[config.mk]
export PLATFORM = sky130hd
export DESIGN_NAME = exmem_slice
export DESIGN_NICKNAME = d
export VERILOG_FILES = /design/src/verilog/alu_pkg.sv /design/src/verilog/mem_pkg.sv /design/src/verilog/data_memory.sv /design/src/verilog/ex_mem_register.sv /design/src/verilog/execute_stage.sv /design/src/verilog/exmem_slice.sv /design/src/verilog/memory_stage.sv
export SDC_FILE = /design/constraint.sdc
export NUM_CORES = 2
export LEC_CHECK = 0
export BUFFER_PORTS_ARGS = -buffer_cell sky130_fd_sc_hd__buf_2
export CAP_MARGIN = 20
export CELL_PAD_IN_SITES_DETAIL_PLACEMENT = 1
export CELL_PAD_IN_SITES_GLOBAL_PLACEMENT = 2
export CORE_MARGIN = 4
export CORE_UTILIZATION = 49
export DETAILED_ROUTE_END_ITERATION = 7
export PLACE_DENSITY_LB_ADDON = 0.1
export SKIP_LAST_GASP = 1
export SYNTH_ARGS = -nofsm -noshare
export SYNTH_HDL_FRONTEND = slang
export SYNTH_SLANG_ARGS = --single-unit
[constraint.sdc]
create_clock -name clk -period 12.3 [get_ports clk]
set_clock_uncertainty 0.15 [all_clocks]
set_input_delay 3.69 -clock clk [delete_from_list [all_inputs] [get_ports clk]]
set_output_delay 3.69 -clock clk [all_outputs]
set_load 0.01 [all_outputs]
[src/verilog/alu_pkg.sv]
/* execute-side constants; the sixteen opcodes fill the whole 4-bit space
   cause codes are shared with the memory stage */
package alu_pkg;

    // datapath widths
    localparam int WORD_W = 32;
    localparam int REG_W  = 5;
    localparam int OP_W   = 4;

    // jump-and-link always writes this register
    localparam logic [REG_W-1:0] LINK_REG = 5'd31;

    // arithmetic and logic
    localparam logic [OP_W-1:0] OP_ADD   = 4'd0;
    localparam logic [OP_W-1:0] OP_ADDU  = 4'd1;
    localparam logic [OP_W-1:0] OP_SUB   = 4'd2;
    localparam logic [OP_W-1:0] OP_SUBU  = 4'd3;
    localparam logic [OP_W-1:0] OP_AND   = 4'd4;
    localparam logic [OP_W-1:0] OP_OR    = 4'd5;
    localparam logic [OP_W-1:0] OP_XOR   = 4'd6;
    localparam logic [OP_W-1:0] OP_NOR   = 4'd7;
    // shifts take their amount from the immediate
    localparam logic [OP_W-1:0] OP_SLL   = 4'd8;
    localparam logic [OP_W-1:0] OP_SRL   = 4'd9;
    localparam logic [OP_W-1:0] OP_SRA   = 4'd10;
    // set-less-than gives 0 or 1
    localparam logic [OP_W-1:0] OP_SLT   = 4'd11;
    localparam logic [OP_W-1:0] OP_SLTU  = 4'd12;
    localparam logic [OP_W-1:0] OP_LINK  = 4'd13;
    // memory access, address is rs plus immediate
    localparam logic [OP_W-1:0] OP_LOAD  = 4'd14;
    localparam logic [OP_W-1:0] OP_STORE = 4'd15;

    // shift amount field inside the immediate
    localparam int SHAMT_LSB = 6;
    localparam int SHAMT_MSB = 10;

    // return address offset for link
    localparam logic [WORD_W-1:0] PC_STEP = 32'd4;

    // exception causes
    localparam int CAUSE_W = 2;
    localparam logic [CAUSE_W-1:0] CAUSE_NONE       = 2'd0;
    localparam logic [CAUSE_W-1:0] CAUSE_OVERFLOW   = 2'd1;
    // raised in the memory stage only
    localparam logic [CAUSE_W-1:0] CAUSE_MISALIGNED = 2'd2;

endpackage

[src/verilog/mem_pkg.sv]
/* little-endian lanes, byte 0 in the low bits of the word
   a size code of 3 is handled as a word access */
package mem_pkg;

    // access size field
    localparam int SIZE_W = 2;
    localparam logic [SIZE_W-1:0] SIZE_BYTE = 2'd0;
    localparam logic [SIZE_W-1:0] SIZE_HALF = 2'd1;
    localparam logic [SIZE_W-1:0] SIZE_WORD = 2'd2;

    // on-chip data memory geometry
    localparam int MEM_WORDS = 64;
    localparam int MEM_AW    = 6;

    // lane widths and counts
    localparam int BYTE_W          = 8;
    localparam int HALF_W          = 16;
    localparam int BYTES_PER_WORD  = 4;
    localparam int HALVES_PER_WORD = 2;

    // byte offset bits below the word address
    localparam int OFFSET_W = 2;

    // one memory word seen as bytes or as halfwords
    // index 0 is the least significant lane in both views
    typedef union packed {
        logic [BYTES_PER_WORD-1:0][BYTE_W-1:0]  bytes;
        logic [HALVES_PER_WORD-1:0][HALF_W-1:0] halves;
    } mem_word_u;

endpackage

[src/verilog/data_memory.sv]
/* read is asynchronous, write lands on the clock edge
   reset zeroes every word in a single cycle */
`timescale 1ns/1ps

module data_memory (
    input  logic                       clk,
    input  logic                       i_reset,
    input  logic                       i_write,
    input  logic [mem_pkg::MEM_AW-1:0] i_addr,
    input  logic [alu_pkg::WORD_W-1:0] i_wdata,
    output logic [alu_pkg::WORD_W-1:0] o_rdata
);
    import alu_pkg::*;
    import mem_pkg::*;

    logic [WORD_W-1:0] mem [MEM_WORDS];

    // clear sweep on reset, otherwise one word per write
    always_ff @(posedge clk) begin
        if (i_reset) begin
            for (int i = 0; i < MEM_WORDS; i++) begin
                mem[i] <= '0;
            end
        end else if (i_write) begin
            mem[i_addr] <= i_wdata;
        end
    end

    // same-cycle read for load extract and store merge
    assign o_rdata = mem[i_addr];

endmodule

[src/verilog/ex_mem_register.sv]
/* holds its contents while i_stall is high
   an overflowing op leaves here with no register write and CAUSE_OVERFLOW */
`timescale 1ns/1ps

module ex_mem_register (
    input  logic                        clk,
    input  logic                        i_reset,
    input  logic                        i_stall,
    input  logic                        i_valid,
    input  logic [alu_pkg::OP_W-1:0]    i_op,
    input  logic [alu_pkg::WORD_W-1:0]  i_result,
    input  logic [alu_pkg::WORD_W-1:0]  i_store_data,
    input  logic [alu_pkg::REG_W-1:0]   i_dest,
    input  logic                        i_reg_write,
    input  logic                        i_overflow,
    input  logic [mem_pkg::SIZE_W-1:0]  i_size,
    input  logic                        i_load_sign,
    output logic                        o_valid,
    output logic [alu_pkg::OP_W-1:0]    o_op,
    output logic [alu_pkg::WORD_W-1:0]  o_addr,
    output logic [alu_pkg::WORD_W-1:0]  o_store_data,
    output logic [alu_pkg::REG_W-1:0]   o_dest,
    output logic                        o_reg_write,
    output logic [alu_pkg::CAUSE_W-1:0] o_cause,
    output logic [mem_pkg::SIZE_W-1:0]  o_size,
    output logic                        o_load_sign
);
    import alu_pkg::*;

    // control half, the squash happens here
    always_ff @(posedge clk) begin
        if (i_reset) begin
            o_valid     <= 1'b0;
            o_reg_write <= 1'b0;
            o_cause     <= CAUSE_NONE;
        end else if (!i_stall) begin
            o_valid     <= i_valid;
            o_reg_write <= i_valid & i_reg_write & ~i_overflow;
            o_cause     <= (i_valid && i_overflow) ? CAUSE_OVERFLOW : CAUSE_NONE;
        end
    end

    // payload half
    // o_addr is the ALU result, which is the address for loads and stores
    always_ff @(posedge clk) begin
        if (!i_stall) begin
            o_op         <= i_op;
            o_addr       <= i_result;
            o_store_data <= i_store_data;
            o_dest       <= i_dest;
            o_size       <= i_size;
            o_load_sign  <= i_load_sign;
        end
    end

endmodule

[src/verilog/execute_stage.sv]
/* purely combinational, result valid in the same cycle as the operands
   overflow is reported only for signed add and subtract */
`timescale 1ns/1ps

module execute_stage (
    input  logic [alu_pkg::OP_W-1:0]   i_op,
    input  logic [alu_pkg::WORD_W-1:0] i_rs_val,
    input  logic [alu_pkg::WORD_W-1:0] i_rt_val,
    input  logic [alu_pkg::WORD_W-1:0] i_imm,
    input  logic                       i_use_imm,
    input  logic [alu_pkg::WORD_W-1:0] i_pc,
    input  logic [alu_pkg::REG_W-1:0]  i_target,
    output logic [alu_pkg::WORD_W-1:0] o_result,
    output logic [alu_pkg::WORD_W-1:0] o_store_data,
    output logic [alu_pkg::REG_W-1:0]  o_dest,
    output logic                       o_reg_write,
    output logic                       o_overflow
);
    import alu_pkg::*;

    logic                         is_shift;
    logic [SHAMT_MSB-SHAMT_LSB:0] shamt;
    logic [WORD_W-1:0]            op_a;
    logic [WORD_W-1:0]            op_b;
    logic [WORD_W-1:0]            sum;
    logic [WORD_W-1:0]            diff;
    logic [WORD_W-1:0]            mem_addr;
    logic [WORD_W-1:0]            link_addr;
    logic                         lt_signed;
    logic                         lt_unsigned;
    logic                         add_ovf;
    logic                         sub_ovf;

    // shifts move operand b by the immediate amount
    assign is_shift = (i_op == OP_SLL) || (i_op == OP_SRL) || (i_op == OP_SRA);
    assign shamt    = i_imm[SHAMT_MSB:SHAMT_LSB];

    // operand muxes
    assign op_a = is_shift ? WORD_W'(shamt) : i_rs_val;
    assign op_b = i_use_imm ? i_imm : i_rt_val;

    assign sum  = op_a + op_b;
    assign diff = op_a - op_b;

    // comparators for set-less-than
    assign lt_signed   = $signed(op_a) < $signed(op_b);
    assign lt_unsigned = op_a < op_b;

    // effective address does not depend on i_use_imm
    assign mem_addr  = i_rs_val + i_imm;
    assign link_addr = i_pc + PC_STEP;

    // same operand signs and a different result sign
    assign add_ovf = (op_a[WORD_W-1] == op_b[WORD_W-1]) && (sum[WORD_W-1] != op_a[WORD_W-1]);
    // opposite operand signs and the result sign follows b
    assign sub_ovf = (op_a[WORD_W-1] != op_b[WORD_W-1]) && (diff[WORD_W-1] != op_a[WORD_W-1]);

    // result mux
    always_comb begin
        case (i_op)
            OP_ADD, OP_ADDU:   o_result = sum;
            OP_SUB, OP_SUBU:   o_result = diff;
            OP_AND:            o_result = op_a & op_b;
            OP_OR:             o_result = op_a | op_b;
            OP_XOR:            o_result = op_a ^ op_b;
            OP_NOR:            o_result = ~(op_a | op_b);
            OP_SLL:            o_result = op_b << op_a;
            OP_SRL:            o_result = op_b >> op_a;
            OP_SRA:            o_result = $unsigned($signed(op_b) >>> op_a);
            OP_SLT:            o_result = WORD_W'(lt_signed);
            OP_SLTU:           o_result = WORD_W'(lt_unsigned);
            OP_LINK:           o_result = link_addr;
            default:           o_result = mem_addr;
        endcase
    end

    assign o_store_data = i_rt_val;

    // link overrides the decoded target
    assign o_dest = (i_op == OP_LINK) ? LINK_REG : i_target;

    // stores are the only op without a register result
    assign o_reg_write = (i_op != OP_STORE);

    assign o_overflow = ((i_op == OP_ADD) && add_ovf) || ((i_op == OP_SUB) && sub_ovf);

endmodule

[src/verilog/exmem_slice.sv]
/* one op may enter per non-stalled cycle, write-back follows two edges later
   i_size and i_load_sign matter only for loads and stores */
`timescale 1ns/1ps

module exmem_slice (
    input  logic                        clk,
    input  logic                        i_reset,
    input  logic                        i_valid,
    input  logic                        i_stall,
    input  logic [alu_pkg::OP_W-1:0]    i_op,
    input  logic [alu_pkg::WORD_W-1:0]  i_rs_val,
    input  logic [alu_pkg::WORD_W-1:0]  i_rt_val,
    input  logic [alu_pkg::WORD_W-1:0]  i_imm,
    input  logic                        i_use_imm,
    input  logic [alu_pkg::REG_W-1:0]   i_target,
    input  logic [alu_pkg::WORD_W-1:0]  i_pc,
    input  logic [mem_pkg::SIZE_W-1:0]  i_size,
    input  logic                        i_load_sign,
    output logic                        o_wb_valid,
    output logic                        o_wb_reg_write,
    output logic [alu_pkg::REG_W-1:0]   o_wb_reg,
    output logic [alu_pkg::WORD_W-1:0]  o_wb_data,
    output logic                        o_exc,
    output logic [alu_pkg::CAUSE_W-1:0] o_exc_cause
);
    import alu_pkg::*;
    import mem_pkg::*;

    // execute outputs
    logic [WORD_W-1:0]  ex_result;
    logic [WORD_W-1:0]  ex_store_data;
    logic [REG_W-1:0]   ex_dest;
    logic               ex_reg_write;
    logic               ex_overflow;

    // register outputs into the memory stage
    logic               mem_valid;
    logic [OP_W-1:0]    mem_op;
    logic [WORD_W-1:0]  mem_addr;
    logic [WORD_W-1:0]  mem_store_data;
    logic [REG_W-1:0]   mem_dest;
    logic               mem_reg_write;
    logic [CAUSE_W-1:0] mem_cause;
    logic [SIZE_W-1:0]  mem_size;
    logic               mem_load_sign;

    execute_stage u_execute (
        .i_op         (i_op),
        .i_rs_val     (i_rs_val),
        .i_rt_val     (i_rt_val),
        .i_imm        (i_imm),
        .i_use_imm    (i_use_imm),
        .i_pc         (i_pc),
        .i_target     (i_target),
        .o_result     (ex_result),
        .o_store_data (ex_store_data),
        .o_dest       (ex_dest),
        .o_reg_write  (ex_reg_write),
        .o_overflow   (ex_overflow)
    );

    ex_mem_register u_ex_mem (
        .clk          (clk),
        .i_reset      (i_reset),
        .i_stall      (i_stall),
        .i_valid      (i_valid),
        .i_op         (i_op),
        .i_result     (ex_result),
        .i_store_data (ex_store_data),
        .i_dest       (ex_dest),
        .i_reg_write  (ex_reg_write),
        .i_overflow   (ex_overflow),
        .i_size       (i_size),
        .i_load_sign  (i_load_sign),
        .o_valid      (mem_valid),
        .o_op         (mem_op),
        .o_addr       (mem_addr),
        .o_store_data (mem_store_data),
        .o_dest       (mem_dest),
        .o_reg_write  (mem_reg_write),
        .o_cause      (mem_cause),
        .o_size       (mem_size),
        .o_load_sign  (mem_load_sign)
    );

    memory_stage u_memory (
        .clk            (clk),
        .i_reset        (i_reset),
        .i_stall        (i_stall),
        .i_valid        (mem_valid),
        .i_op           (mem_op),
        .i_addr         (mem_addr),
        .i_store_data   (mem_store_data),
        .i_dest         (mem_dest),
        .i_reg_write    (mem_reg_write),
        .i_cause        (mem_cause),
        .i_size         (mem_size),
        .i_load_sign    (mem_load_sign),
        .o_wb_valid     (o_wb_valid),
        .o_wb_reg_write (o_wb_reg_write),
        .o_wb_reg       (o_wb_reg),
        .o_wb_data      (o_wb_data),
        .o_exc          (o_exc),
        .o_exc_cause    (o_exc_cause)
    );

endmodule

[src/verilog/memory_stage.sv]
/* o_wb_valid and o_exc are one-cycle pulses; a stalled cycle shows a bubble
   word accesses drop the two low address bits */
`timescale 1ns/1ps

module memory_stage (
    input  logic                        clk,
    input  logic                        i_reset,
    input  logic                        i_stall,
    input  logic                        i_valid,
    input  logic [alu_pkg::OP_W-1:0]    i_op,
    input  logic [alu_pkg::WORD_W-1:0]  i_addr,
    input  logic [alu_pkg::WORD_W-1:0]  i_store_data,
    input  logic [alu_pkg::REG_W-1:0]   i_dest,
    input  logic                        i_reg_write,
    input  logic [alu_pkg::CAUSE_W-1:0] i_cause,
    input  logic [mem_pkg::SIZE_W-1:0]  i_size,
    input  logic                        i_load_sign,
    output logic                        o_wb_valid,
    output logic                        o_wb_reg_write,
    output logic [alu_pkg::REG_W-1:0]   o_wb_reg,
    output logic [alu_pkg::WORD_W-1:0]  o_wb_data,
    output logic                        o_exc,
    output logic [alu_pkg::CAUSE_W-1:0] o_exc_cause
);
    import alu_pkg::*;
    import mem_pkg::*;

    logic [OFFSET_W-1:0] offset;
    logic [MEM_AW-1:0]   word_addr;
    logic                is_load;
    logic                is_store;
    logic                misaligned;
    logic [CAUSE_W-1:0]  cause;
    logic                faulted;
    logic                mem_write;
    logic [WORD_W-1:0]   rdata;
    mem_word_u           old_word;
    mem_word_u           new_word;
    logic [BYTE_W-1:0]   load_byte;
    logic [HALF_W-1:0]   load_half;
    logic                byte_ext;
    logic                half_ext;
    logic [WORD_W-1:0]   load_data;

    // split the address into word index and byte offset
    assign offset    = i_addr[OFFSET_W-1:0];
    assign word_addr = i_addr[OFFSET_W +: MEM_AW];

    assign is_load  = (i_op == OP_LOAD);
    assign is_store = (i_op == OP_STORE);

    // halfword must sit on an even byte
    assign misaligned = (is_load || is_store) && (i_size == SIZE_HALF) && offset[0];

    // an overflow from execute wins over a memory fault
    assign cause   = (i_cause != CAUSE_NONE) ? i_cause :
                     (misaligned ? CAUSE_MISALIGNED : CAUSE_NONE);
    assign faulted = (cause != CAUSE_NONE);

    // write only when the store leaves the register
    assign mem_write = i_valid & is_store & ~faulted & ~i_stall;

    data_memory u_data_memory (
        .clk     (clk),
        .i_reset (i_reset),
        .i_write (mem_write),
        .i_addr  (word_addr),
        .i_wdata (new_word),
        .o_rdata (rdata)
    );

    assign old_word = rdata;

    // store merge, replace one lane of the old word
    always_comb begin
        new_word = old_word;
        case (i_size)
            SIZE_BYTE: new_word.bytes[offset]     = i_store_data[BYTE_W-1:0];
            SIZE_HALF: new_word.halves[offset[1]] = i_store_data[HALF_W-1:0];
            default:   new_word                   = i_store_data;
        endcase
    end

    // load extract
    assign load_byte = old_word.bytes[offset];
    assign load_half = old_word.halves[offset[1]];
    assign byte_ext  = i_load_sign & load_byte[BYTE_W-1];
    assign half_ext  = i_load_sign & load_half[HALF_W-1];

    always_comb begin
        case (i_size)
            SIZE_BYTE: load_data = {{(WORD_W - BYTE_W){byte_ext}}, load_byte};
            SIZE_HALF: load_data = {{(WORD_W - HALF_W){half_ext}}, load_half};
            default:   load_data = old_word;
        endcase
    end

    // write-back control, pulses drop while stalled
    always_ff @(posedge clk) begin
        if (i_reset) begin
            o_wb_valid     <= 1'b0;
            o_wb_reg_write <= 1'b0;
            o_exc          <= 1'b0;
            o_exc_cause    <= CAUSE_NONE;
        end else if (i_stall) begin
            o_wb_valid     <= 1'b0;
            o_wb_reg_write <= 1'b0;
            o_exc          <= 1'b0;
        end else begin
            o_wb_valid     <= i_valid;
            o_wb_reg_write <= i_valid & i_reg_write & ~faulted;
            o_exc          <= i_valid & faulted;
            o_exc_cause    <= cause;
        end
    end

    // write-back payload
    always_ff @(posedge clk) begin
        if (!i_stall) begin
            o_wb_reg  <= i_dest;
            o_wb_data <= is_load ? load_data : i_addr;
        end
    end

endmodule

==> flow_summary.ini <==
[power]
p_sw_share_pct = 31.7
powerDensity_mw_per_mm2 = 170
power_mw = 19.9
p_comb_share_pct = 22.8
irDropWorstVdd_mv = 0.161
p_int_mw = 13.6
p_switching_mw = 6.29
pwr-share-clk_pct = 33.8
p_leak_nw = 41.3
power_frac_seq_pct = 43.4

[final_layout]
largest_reg_flops = 2048
fin_area_mm2 = 0.117
nNetsFinal = 8275
fillerInstances = 20900
final_util_pct = 54.4
areaGrowthSynthToFinish_pct = 10.1
drive_gt1_share_pct = 18.8
largest-register = u_memory.u_data_memory.mem
final_common_cell = nor2_1
layout_common_cells = 2,257 x nor2_1, 2,161 x edfxtp_1, 636 x mux4_2
final_cells = 11000

[route]
first_pass_iters = 7
antenna_left = 0
avgViaCountPerCell = 6.60
drc = 0
num_vias = 72800
wl_per_cell_um = 37.5
wl_um = 413000
drt_iter0_markers = 9348

[sta]
setup_viol = 0
max_slew_margin_pct = 12.5
timing.fmax_mhz = 109
tightest_slew_ps = 1300
setup_tns_ps = 0
period_needed_ps = 9140
rsz0062_at_grt = false
drv_slew = 0
hold_viol_final = 0
worst_slack_ps = 3160
post-route-period-util_pct = 74.3
hold_slack_ps = 270

[floorplan]
die_area_mm2 = 0.224
die_h_um = 473
num_io_pins = 187
coreArea_mm2 = 0.215
initial_utilization_pct = 49.4
die_w_um = 473
rows = 170

[placement]
dp_slack_ps = 2520
placed_cells = 10600
place.port_buffers = 186
finalWeightedCongestion = 1.00
dp_hpwl_um = 279000
postPlaceCellArea_mm2 = 0.110

[clocking]
cts.repair.resized = 0
cts_tree = yes
worst_skew_pair.late_latency_ps = 910
clk_pin_slew_ps = 60
ctsRootBufferMaster = clkbuf_16
cts_hold_buf = 0
cts_max_level = 4
cts_setup_buffers = 0
clock_path_buffers = 3
clkSinkCount = 2175
cts_buffers = 222

[logic_synthesis]
synthArstFlopShare_pct = 0
synthCells = 8038
syn_area_mm2 = 0.106
synth_edf_count = 2161
synth_ff_type = edfxtp_1
synthesis.nets = 8314
ys_seq_area_share_pct = 61.4
ys_warn_count = 0
avgSynthCellArea_um2 = 13.2
ys_seq_elements = 2175
synthDistinctLibCells = 85

[min_path]
hold_class = flop to flop
min_from = u_ex_mem.o_dest[0]
hold_depth = 0
min_to = u_memory.o_wb_reg[0]

[job]
cap_violations = 0

[grt]
grt_max_degree = 94
overflow = 0
antenna_found_initial = 23
grt_first_pass_wirelength_um = 577000
grtUsageTotal_pct = 36.6
grt_pass1_vias = 73300

[setup_path]
cpPeakStageDelay_ps = 680
critPathLaunchType = input pin
crit_buf_inv = 3
crit_arrival_ps = 9580
critPathTopFamily = compound AO/OA/AOI/OAI gates
r2r_cells = 10
crit_type = input pin to flop
reg2reg_slack_ps = 5320
r2r-end = u_memory.u_data_memory.mem[21][31]
crit_start = i_op[3]
crit_chain = buf_2 > nor2b_1 > nand2_1 > mux2i_4 > clkinv_1 > buf_4 > ha_1 > a21oi_1 > nor3_1 > a2111oi_0 > o31ai_1 > a221oi_1 > o211ai_1 > nand2_1 > o31ai_1 > xnor2_1 > a211o_1
end_kind = flop
path_depth = 17
cp_max_fo = 24
cp.required_ps = 12740
cpMaxStageDelayCell = nand2_1

[run_status]
outcome = complete, no violations
metal layers:
| metal | share of wire, % | wire length (um) | track usage, % |
|---|---|---|---|
| met1 | 39 | 159000 | 49.7 |
| met2 | 47 | 196000 | 58.5 |
| met3 | 8.8 | 36600 | 6.48 |
| met4 | 5.3 | 21700 | 15.7 |
| met5 | 0.019 | 80 | 0 |
layout make-up:
cell class | instances | area (um2) | area share [%]
diodes | 7 | 17.5 | 0.0150
flip-flops and latches | 2175 | 65200 | 55.8
well taps | 2838 | 3550 | 3.04
clock inverters | 137 | 1400 | 1.20
repair buffers | 475 | 3200 | 2.74
clock buffers | 268 | 5770 | 4.94
inverters | 117 | 443 | 0.379
multi-input cells | 5008 | 37300 | 31.9
cell usage after synthesis, types with 23 or more instances:
cell,number,area [um2]
a21o_1,31,233
o21a_1,23,173
buf_6,24,270
inv_1,113,424
nor3_1,65,325
buf_4,70,526
o22ai_1,40,250
o21ai_0,216,1080
nand3_1,135,676
mux4_2,636,14300
buf_2,192,961
nor2b_1,41,257
mux2i_1,112,1120
a22oi_1,48,360
nand2_1,375,1410
buf_1,52,195
o221ai_1,26,228
edfxtp_1,2161,64900
xnor2_1,74,648
a31oi_1,35,219
ha_1,128,1600
mux2_2,45,507
clkbuf_1,399,1500
a211oi_1,35,263
o211ai_1,54,405
nor2_1,2262,8490
xor2_1,30,263
nand2b_1,32,200
a21oi_1,204,1020
worst max-delay path by stage:
stage,end
after CTS,u_ex_mem.o_reg_write
after detailed placement,u_ex_mem.o_addr[24]
final,u_ex_mem.o_addr[30]
after global placement,u_ex_mem.o_addr[31]
after floorplan,u_memory.u_data_memory.mem[24][0]
after global routing,u_ex_mem.o_addr[29]
power by group through the flow:
| stage | combinational [mW] | clock [mW] | sequential [mW] |
|---|---|---|---|
| 6_report | 4.52 | 6.72 | 8.61 |
| 5_1_grt | 4.65 | 7.11 | 8.63 |
| 4_1_cts | 4.47 | 6.79 | 8.61 |
| 3_5_place_dp | 4.44 | 0 | 8.76 |
| 3_3_place_gp | 4.42 | 0 | 8.74 |
| 2_1_floorplan | 2.68 | 0 | 8.63 |
cells by family after synthesis:
logic type	Yosys count	synth area share, %
compound gates	946	5.93
xor+xnor	104	0.858
fa+ha+maj	131	1.57
buf+inv	855	3.67
flops	2175	61.4
mux	798	15.1
simple gates	3029	11.5
No activity file was read; power rests on OpenSTA's default activity.
